## src/branch_pkg.sv

```systemverilog
// ========================================
// branch package
// operator, prediction and exception types
// ========================================

package branch_pkg;

    // data and address width of the core
    localparam int unsigned XLEN = 64;

    // branch and jump operators
    // anything outside the compare set resolves as an unconditional jump
    typedef enum logic [2:0] {
        EQ   = 3'd0,
        NE   = 3'd1,
        LTS  = 3'd2,
        GES  = 3'd3,
        LTU  = 3'd4,
        GEU  = 3'd5,
        JALR = 3'd6
    } fu_op;

    // exception cause codes, full register width
    typedef logic [XLEN-1:0] exc_cause;

    // branch or jump target not on a 2 byte boundary
    localparam exc_cause INSTR_ADDR_MISALIGNED = 64'd0;
    // fetch from a protected or absent region
    localparam exc_cause INSTR_ACCESS_FAULT    = 64'd1;
    // undecodable instruction word
    localparam exc_cause ILLEGAL_INSTR         = 64'd2;
    // ebreak or debug trigger
    localparam exc_cause BREAKPOINT            = 64'd3;

    // prediction that travels with a branch from fetch
    typedef struct packed {
        // the predictor recognised this pc as a branch
        logic            valid;
        // target the front end already jumped to
        logic [XLEN-1:0] predict_address;
        // predicted direction
        logic            predict_taken;
    } branchpredict_sbe;

    // resolved outcome of a branch
    typedef struct packed {
        // pc used to index the target buffer
        logic [XLEN-1:0] pc;
        // address execution continues at
        logic [XLEN-1:0] target_address;
        logic            valid;
        logic            is_taken;
        // front end has to be redirected
        logic            is_mispredict;
        // branch sits in the lower half of its fetch word
        logic            is_lower_16;
    } branchpredict;

    // exception raised by a functional unit
    typedef struct packed {
        exc_cause        cause;
        // faulting value, here the branch pc
        logic [XLEN-1:0] tval;
        logic            valid;
    } exception;

endpackage

```

## src/btb_if.sv

```systemverilog
// ========================================
// branch target buffer link
// lookup, prediction and update signals
// ========================================

`timescale 1ns/1ps

interface btb_if;

    // pc looked up combinationally
    logic [branch_pkg::XLEN-1:0]  lookup_pc;
    // prediction returned for lookup_pc
    branch_pkg::branchpredict_sbe predict;

    // one-cycle update strobe and its payload
    logic                         update_valid;
    logic [branch_pkg::XLEN-1:0]  update_pc;
    logic [branch_pkg::XLEN-1:0]  update_target;
    // taken writes the entry, not taken clears it
    logic                         update_taken;

    // branch unit side
    modport unit (
        output lookup_pc,
        input  predict,
        output update_valid,
        output update_pc,
        output update_target,
        output update_taken
    );

    // target buffer side
    modport buffer (
        input  lookup_pc,
        output predict,
        input  update_valid,
        input  update_pc,
        input  update_target,
        input  update_taken
    );

endinterface

```

## src/branch_unit.sv

```systemverilog
// ========================================
// branch unit
// compares operands and resolves targets
// ========================================

`timescale 1ns/1ps

module branch_unit (
    // only samples the checks below
    input  logic                          clk_i,
    input  branch_pkg::fu_op              operator_i,
    input  logic [branch_pkg::XLEN-1:0]   operand_a_i,
    input  logic [branch_pkg::XLEN-1:0]   operand_b_i,
    input  logic [branch_pkg::XLEN-1:0]   operand_c_i,
    input  logic [branch_pkg::XLEN-1:0]   imm_i,
    input  logic [branch_pkg::XLEN-1:0]   pc_i,
    input  logic                          is_compressed_instr_i,
    // some unit got an instruction this cycle
    input  logic                          fu_valid_i,
    // the instruction is a branch or jump
    input  logic                          valid_i,
    output branch_pkg::branchpredict      resolved_branch_o,
    output logic                          resolve_branch_o,
    output branch_pkg::exception          branch_ex_o,
    btb_if.unit                           btb
);

    localparam int unsigned XLEN = branch_pkg::XLEN;

    logic [XLEN-1:0] target_address;
    logic [XLEN-1:0] next_pc;
    // pc the buffer entry is kept under
    logic [XLEN-1:0] adjusted_pc;
    logic            comparison_result;
    logic            sgn;
    logic            less;

    // sign extension is switched off for the unsigned compares
    assign sgn  = !(operator_i inside {branch_pkg::LTU, branch_pkg::GEU});
    assign less = $signed({sgn & operand_a_i[XLEN-1], operand_a_i}) <
                  $signed({sgn & operand_b_i[XLEN-1], operand_b_i});

    always_comb begin : compare
        // jumps are always taken
        case (operator_i)
            branch_pkg::EQ:  comparison_result = (operand_a_i == operand_b_i);
            branch_pkg::NE:  comparison_result = (operand_a_i != operand_b_i);
            branch_pkg::LTS,
            branch_pkg::LTU: comparison_result = less;
            branch_pkg::GES,
            branch_pkg::GEU: comparison_result = !less;
            default:         comparison_result = 1'b1;
        endcase
    end

    // plain wrap-around add covers both signs of the immediate
    assign target_address = operand_c_i + imm_i;
    assign next_pc        = pc_i + (is_compressed_instr_i ? 64'h2 : 64'h4);

    // an uncompressed branch starting at halfword 1 straddles two words
    // so its prediction lives on the next word where fetch sees its tail
    assign adjusted_pc = (is_compressed_instr_i || !pc_i[1]) ? pc_i
                                                             : ({pc_i[XLEN-1:2], 2'b00} + 64'h4);

    // lookup with the adjusted pc only for real branches
    assign btb.lookup_pc = valid_i ? adjusted_pc : pc_i;

    always_comb begin : resolve
        resolved_branch_o.pc             = '0;
        resolved_branch_o.target_address = '0;
        resolved_branch_o.valid          = valid_i;
        resolved_branch_o.is_taken       = 1'b0;
        resolved_branch_o.is_mispredict  = 1'b0;
        resolved_branch_o.is_lower_16    = 1'b0;

        if (valid_i) begin
            resolved_branch_o.pc             = adjusted_pc;
            resolved_branch_o.is_lower_16    = (is_compressed_instr_i && !pc_i[1]) ||
                                               (!is_compressed_instr_i && pc_i[1]);
            resolved_branch_o.target_address = comparison_result ? target_address : next_pc;
            resolved_branch_o.is_taken       = comparison_result;
            // odd targets go out as an exception instead
            if (!target_address[0]) begin
                if (!btb.predict.valid ||
                    btb.predict.predict_taken != comparison_result ||
                    btb.predict.predict_address != target_address) begin
                    resolved_branch_o.is_mispredict = 1'b1;
                end
            end
        end else if (fu_valid_i && btb.predict.valid) begin
            // predictor saw a branch where there is none
            // so fetch resumes right after this instruction
            resolved_branch_o.is_mispredict  = 1'b1;
            resolved_branch_o.target_address = next_pc;
        end
    end

    // tells issue the branch has left the unit
    assign resolve_branch_o = valid_i;

    always_comb begin : misaligned
        branch_ex_o.cause = branch_pkg::INSTR_ADDR_MISALIGNED;
        branch_ex_o.tval  = pc_i;
        branch_ex_o.valid = valid_i && target_address[0];
    end

    // correct the buffer on every mispredict
    assign btb.update_valid  = resolved_branch_o.is_mispredict;
    assign btb.update_pc     = valid_i ? adjusted_pc : pc_i;
    assign btb.update_target = target_address;
    // non-branch hits drop the entry
    assign btb.update_taken  = valid_i && comparison_result;

    // a redirect and a trap never leave together
    assert property (@(posedge clk_i)
        !(resolved_branch_o.is_mispredict && branch_ex_o.valid))
    else $error("branch unit flagged mispredict together with exception");

    // the buffer only changes on a redirect
    assert property (@(posedge clk_i)
        btb.update_valid |-> resolved_branch_o.is_mispredict)
    else $error("buffer update without mispredict");

endmodule

```

## src/branch_target_buffer.sv

```systemverilog
// ========================================
// branch target buffer
// direct-mapped table of taken targets
// ========================================

`timescale 1ns/1ps

module branch_target_buffer #(
    // power of two, at least 2
    parameter int unsigned NR_ENTRIES = 16
) (
    input  logic  clk_i,
    input  logic  arst_n_i,
    btb_if.buffer btb
);

    localparam int unsigned XLEN  = branch_pkg::XLEN;
    localparam int unsigned IDX_W = $clog2(NR_ENTRIES);

    // per-entry state
    logic [NR_ENTRIES-1:0] valid_q;
    logic [XLEN-1:0]       tag_q    [NR_ENTRIES];
    logic [XLEN-1:0]       target_q [NR_ENTRIES];

    logic [IDX_W-1:0]      lookup_idx;
    logic [IDX_W-1:0]      update_idx;
    logic                  hit;

    // bit 0 is always zero for legal pcs
    // so indexing starts at halfword granularity
    assign lookup_idx = btb.lookup_pc[IDX_W:1];
    assign update_idx = btb.update_pc[IDX_W:1];

    // full tag compare, no aliasing between pcs
    assign hit = valid_q[lookup_idx] && (tag_q[lookup_idx] == btb.lookup_pc);

    always_comb begin : lookup
        btb.predict = '0;
        if (hit) begin
            btb.predict.valid           = 1'b1;
            btb.predict.predict_address = target_q[lookup_idx];
            // only taken branches are ever stored
            btb.predict.predict_taken   = 1'b1;
        end
    end

    // valid bits
    always_ff @(posedge clk_i or negedge arst_n_i) begin
        if (!arst_n_i) begin
            valid_q <= '0;
        end else if (btb.update_valid) begin
            // not taken outcome clears the slot
            valid_q[update_idx] <= btb.update_taken;
        end
    end

    // tag and target storage
    always_ff @(posedge clk_i) begin
        if (btb.update_valid && btb.update_taken) begin
            tag_q[update_idx]    <= btb.update_pc;
            target_q[update_idx] <= btb.update_target;
        end
    end

    // entries are only ever written for halfword aligned pcs
    assert property (@(posedge clk_i) disable iff (!arst_n_i)
        btb.update_valid |-> !btb.update_pc[0])
    else $error("target buffer update with odd pc");

    // a written entry is seen by the very next lookup of that pc
    assert property (@(posedge clk_i) disable iff (!arst_n_i)
        (btb.update_valid && btb.update_taken)
        ##1 (btb.lookup_pc == $past(btb.update_pc))
        |-> btb.predict.valid)
    else $error("target buffer missed a freshly written entry");

endmodule

```

## src/branch_resolve_top.sv

```systemverilog
// ========================================
// branch resolution top
// branch unit with its target buffer
// ========================================

`timescale 1ns/1ps

module branch_resolve_top #(
    parameter int unsigned NR_ENTRIES = 16
) (
    input  logic                        clk_i,
    input  logic                        arst_n_i,
    input  logic                        valid_i,
    input  logic                        fu_valid_i,
    input  branch_pkg::fu_op            operator_i,
    input  logic [branch_pkg::XLEN-1:0] imm_i,
    input  logic [branch_pkg::XLEN-1:0] pc_i,
    input  logic [branch_pkg::XLEN-1:0] operand_a_i,
    input  logic [branch_pkg::XLEN-1:0] operand_b_i,
    input  logic [branch_pkg::XLEN-1:0] operand_c_i,
    input  logic                        is_compressed_instr_i,
    // resolved branch
    output logic [branch_pkg::XLEN-1:0] resolved_pc_o,
    output logic [branch_pkg::XLEN-1:0] resolved_target_o,
    output logic                        is_taken_o,
    output logic                        is_mispredict_o,
    output logic                        is_lower_16_o,
    output logic                        resolve_branch_o,
    // misaligned target exception
    output logic                        ex_valid_o,
    output logic [branch_pkg::XLEN-1:0] ex_cause_o,
    output logic [branch_pkg::XLEN-1:0] ex_tval_o
);

    branch_pkg::branchpredict resolved_branch;
    branch_pkg::exception     branch_ex;

    btb_if btb ();

    branch_unit i_branch_unit (
        .clk_i                 (clk_i),
        .operator_i            (operator_i),
        .operand_a_i           (operand_a_i),
        .operand_b_i           (operand_b_i),
        .operand_c_i           (operand_c_i),
        .imm_i                 (imm_i),
        .pc_i                  (pc_i),
        .is_compressed_instr_i (is_compressed_instr_i),
        .fu_valid_i            (fu_valid_i),
        .valid_i               (valid_i),
        .resolved_branch_o     (resolved_branch),
        .resolve_branch_o      (resolve_branch_o),
        .branch_ex_o           (branch_ex),
        .btb                   (btb.unit)
    );

    branch_target_buffer #(
        .NR_ENTRIES (NR_ENTRIES)
    ) i_branch_target_buffer (
        .clk_i    (clk_i),
        .arst_n_i (arst_n_i),
        .btb      (btb.buffer)
    );

    // flatten structs onto the plain ports
    assign resolved_pc_o     = resolved_branch.pc;
    assign resolved_target_o = resolved_branch.target_address;
    assign is_taken_o        = resolved_branch.is_taken;
    assign is_mispredict_o   = resolved_branch.is_mispredict;
    assign is_lower_16_o     = resolved_branch.is_lower_16;

    assign ex_valid_o = branch_ex.valid;
    assign ex_cause_o = branch_ex.cause;
    assign ex_tval_o  = branch_ex.tval;

endmodule

```

## config.mk

```make
export PLATFORM = sky130hd
export DESIGN_NAME = branch_resolve_top
export DESIGN_NICKNAME = d
export VERILOG_FILES = /design/src/branch_pkg.sv /design/src/btb_if.sv /design/src/branch_unit.sv /design/src/branch_target_buffer.sv /design/src/branch_resolve_top.sv
export SDC_FILE = /design/constraint.sdc
export NUM_CORES = 2
export LEC_CHECK = 0
export BUFFER_PORTS_ARGS = -buffer_cell sky130_fd_sc_hd__clkbuf_2
export CORE_ASPECT_RATIO = 1.75
export CORE_MARGIN = 1.5
export CORE_UTILIZATION = 37
export CTS_CLUSTER_DIAMETER = 200
export DETAILED_ROUTE_END_ITERATION = 6
export PLACE_DENSITY = 0.5
export SETUP_SLACK_MARGIN = 0.05
export SKIP_LAST_GASP = 1
export SYNTH_ARGS = -nofsm -noshare
export SYNTH_HDL_FRONTEND = slang
export SYNTH_HIERARCHICAL = 1
export SYNTH_SLANG_ARGS = --single-unit
export TNS_END_PERCENT = 30
```

## constraint.sdc

```tcl
create_clock -name clk_i -period 18.59 [get_ports clk_i]
set_input_delay 2.7885 -clock clk_i [delete_from_list [all_inputs] [get_ports clk_i]]
set_output_delay 2.7885 -clock clk_i [all_outputs]
set_load 0.1 [all_outputs]
```

Yosys cells after proc, flatten, opt, wreduce, memory -nomap -nowiden
Memory sizes are Yosys's and may differ from the RTL's.
Cells that the tools add are included.
{"block": "word_totals", "output_inout_bits": 261, "ramBits": 2048, "regBits": 16, "wordCells": 64, "memories": 2}
{"memory": "i_branch_target_buffer.tag_q", "words": 16, "width": 64, "read_ports": 1, "rd_ports_with_merged_regs": 0, "write_ports": 1, "line": "branch_target_buffer.sv:22", "source": "logic [XLEN-1:0] tag_q [NR_ENTRIES];"}
{"memory": "i_branch_target_buffer.target_q", "words": 16, "width": 64, "read_ports": 1, "rd_ports_with_merged_regs": 0, "write_ports": 1, "line": "branch_target_buffer.sv:23", "source": "logic [XLEN-1:0] target_q [NR_ENTRIES];"}
{"block": "op_classes", "bitwise": 2, "n_addsub": 3, "n_mux": 22, "magnitude_cmp": 3, "n_eq_ne": 10, "reduce_logical": 21}
{"operator": "$mux 64", "n": 6}
{"operator": "$add 64x64->64", "n": 2}
{"operator": "$eq 64x64->1", "n": 2}
{"operator": "$ne 64x64->1", "n": 2}
{"operator": "$mux 66", "n": 1}
{"operator": "$lt 65x65->1", "n": 1}
{"operator": "$add 64x3->64 const B", "n": 1}
{"operator": "$bwmux 16", "n": 1}
{"operator": "$mux 1", "n": 10}
{"operator": "$logic_and 1x1->1", "n": 8}
{"operator": "$eq 3x2->1 const B", "n": 2}
{"operator": "$eq 3x3->1 const B", "n": 2}
{"operator": "$logic_not 1->1", "n": 5}
{"operator": "$lt 4x5->1 const B", "n": 1}
{"operator": "$bmux 1 s4", "n": 1}
{"operator": "$demux 1 s4", "n": 1}
{"operator": "$ge 4x1->1 const B", "n": 1}
{"operator": "$logic_or 1x1->1", "n": 4}
{"operator": "$pmux 1 s4", "n": 1}
{"operator": "$reduce_or 2->1", "n": 2}
{"operator": "$eq 3x1->1 const B", "n": 1}
{"operator": "$logic_not 3->1", "n": 1}
{"operator": "$mux 3", "n": 1}
{"operator": "$and 1x1->1", "n": 2}
{"operator": "other kinds (2)", "n": 2}

Longest topological paths before layout
{"block": "depth", "depth_word": 17, "ltp_mapped": 40, "mapped_depth_nobuf": 36}

Modules after synthesis
The synthesis kept the hierarchy.
{"mod": "branch_target_buffer", "seq_area_each_um2": 61899.4, "cells_each": 3760, "n_inst": 1, "area_each_um2": 81067.8}
{"mod": "branch_unit", "seq_area_each_um2": 0.0, "cells_each": 2162, "n_inst": 1, "area_each_um2": 13770.7}

Worst setup path before layout
Ideal clock, no wire load.
{"block": "synth_timing", "path_type": "input -> register", "from": "in valid_i", "to": "mem i_branch_target_buffer.tag_q[4][0], enable pin", "n_path_buf": 8, "path_slack_ns": 3.027, "path_stages": 32, "setup_time_ns": 0.619, "arrival_ns": 14.944, "required_time_ns": 17.971, "path_cell_list": "buf_2 -> inv_2 -> clkbuf_1 -> nor2_1 -> a21o_1 -> buf_4 -> buf_6 -> buf_8 -> mux4_2 -> a221oi_2 -> xor2_1 -> nand4_1 -> a2111oi_2 -> nand4_1 -> buf_2 -> buf_6 -> nor4_2 -> xnor2_1 -> nor4b_1 -> a32oi_1 -> o211ai_1 -> a2111o_1 -> or4_1 -> nor4_1 -> nand3_1 -> nor4_1 -> nand3_1 -> nor4_2 -> a31oi_1 -> or3b_2 -> clkbuf_1 -> nor2_1"}
{"item": "from (decl)", "line": "branch_resolve_top.sv:13", "source": "input logic valid_i,"}
{"item": "to (decl)", "line": "branch_target_buffer.sv:22"}

==> flow_summary.ini <==
[timing]
worst_pin_slew_ns = 1.32
slew_violations = 0
period_share_pct = 88.5
max_slew_margin_pct = 10.9
setup_tns_ns = 0
grt_setup_unrepaired = no
final.setup_skew_ns = 0.0696
holdWs_ns = 0.479
hold_violations = 0
setup_violations = 0
min_period_ns = 16.46
timing.fmax_mhz = 60.7

[synth]
yosysWarnings = 6
synthesis.area_mm2 = 0.0948
syn_inst = 5921
syn_area_per_cell_um2 = 16.0

[worst_hold_path]
worstHoldPathCells = 1
hp-start = i_branch_target_buffer/valid_q[5]
hp-class = reg2reg
hold_path_end = i_branch_target_buffer/valid_q[5]

[clocking]
postCtsSetupRepairBufs = 0
cts_max_level = 4
clock_tree.buffer_depth = 4
post_cts_resized = 0
clkLatencyLatePin_ns = 0.88
clock-root-buffer = clkbuf_16
cts_tree = built
clkSlewWorstSetupHoldPaths_ns = 0.07
cts_made_buffers = 191
cts.sinks = 2064
ctsHoldBuffers = 0

[cells_and_area]
design_area_mm2 = 0.107
syn2layout_area_growth_pct = 13.1
layout-drive-gt1-share_pct = 26.5
final_util_pct = 42.1
multi_input_area_mm2 = 0.0300
nets = 6859
n_fill_cell = 23000
seq_area_mm2 = 0.0619
fin_cells = 9888

[critical_path]
setup.worst_path.end_class = primary output
r2r_end = i_branch_target_buffer/tag_q[2][51]
cpPeakStageDelay_ns = 0.81
crit_fanout = 42
required_ns = 15.80
rrSetupSlack_ns = 8.73
worstReg2RegStart = i_branch_target_buffer/tag_q[9][30]
crit_arrival_ns = 13.67
worst-r2r-cell-count = 26
cpMaxStageDelayCell = nor3b_1
startpoint_type = input port
crit_type = in2out

[status]
status = completed

[placed_design]
gp_congestion = 1.01
io_buffers = 524
dp_hpwl_mm = 239
placedInstanceArea_mm2 = 0.101
place_inst = 9539

[pwr]
p_leak_nw = 35.6
vdd_drop_max_uv = 69.9
p_per_area_mw_per_mm2 = 103

[route]
wirelength_mm = 358
remaining_drc_errors = 0
routedWlPerCell_um = 36.2
drt_iter0_drc = 6438
ant_nets = 0
drt-pass1-iter-count = 6
via_per_inst = 5.90
route.vias.total = 58300

[global_routing]
grt_pass1_wl_mm = 485
grt_antenna_before_repair = 20
grt_overflow = 0
track_usage_pct = 27.3
grt_start_max_net_pins = 103
grt_pass1_vias = 58200

[floorplan]
dieWidth_um = 386
num_io_pins = 589
dieArea_mm2 = 0.259
die_h_um = 673
num_rows = 245
core-area_mm2 = 0.255
initial_core_util_pct = 37.2

[run]
maxCapViolCount = 0
==> cells in the final DEF, fill, tap and decap left out, types with 35 or more instances in the layout <==
cell and count:
ha_1 131, mux2_2 44, clkbuf_16 195, a21oi_1 169, mux2i_1 166, buf_4 227, nor2_1 273, xnor2_1 163
clkbuf_2 523, conb_1 64, mux4_2 486, nor3_1 59, o21ai_0 137, clkinv_1 35, edfxtp_1 2048, inv_1 114
nand3_1 115, xor2_1 145, o22ai_1 55, nand4_1 106, nor4_1 36, nand2_1 444, clkbuf_1 42, nor4_2 55
==> critical path, delay by kind of cell <==
family / cells / cell delay, ns
AND/OR/NAND/NOR: 21 / 7.15
XOR/XNOR: 2 / 0.40
adder cells (fa/ha/maj): 1 / 0.39
buffers and inverters: 6 / 1.74
AO/OA/AOI/OAI: 4 / 1.14
==> cell type report <==
type / count / share of cell area (%)
timing repair buffer: 773 / 4.46
antenna: 11 / 0.0257
inverter: 118 / 0.422
sequential: 2064 / 57.7
clock inverter: 100 / 0.890
multi-input combinational: 3250 / 27.9
clock buffer: 238 / 4.71
tap: 3334 / 3.89
==> worst max path at each step <==
stage / start / to / slack [ns]
6_report: is_compressed_instr_i / is_mispredict_o / 2.13
5_1_grt: is_compressed_instr_i / is_mispredict_o / 1.66
4_1_cts: is_compressed_instr_i / is_mispredict_o / 2.42
3_5_place_dp: is_compressed_instr_i / is_mispredict_o / 2.46
3_3_place_gp: valid_i / is_mispredict_o / 2.40
2_1_floorplan: valid_i / i_branch_target_buffer/tag_q[4][0] / 3.03
==> power by group <==
group / internal, W / leakage (nW) / switching (W)
combinational: 0.000486 / 14.1 / 0.00139
clock: 0.00216 / 2.94 / 0.00174
sequential: 0.00528 / 18.6 / 0.0000100
total: 0.00793 / 35.6 / 0.00315
==> metal layers <==
layer,share of wire [%],GRT usage (%),vias to the layer above
li1,-,-,24000
met3,7.7,5.22,626
met2,49,45.3,2834
met1,38,33.9,30900
met5,0.015,0,-
met4,5.6,13.5,8
==> registers in the layout, summed over array words and instances, names as in the netlist <==
signal / cells
i_branch_target_buffer/tag_q: 1024
i_branch_target_buffer/target_q: 1024
i_branch_target_buffer/valid_q: 16
==> stage by stage <==
step,total power [W],setup WS (ns)
finish,0.0111,2.13
global route,0.0114,1.66
CTS,0.0111,2.42
detailed placement,0.00726,2.46
global placement,0.00725,2.40
floorplan,0.00654,3.03
Note: power is estimated with default switching activity, not from simulation.
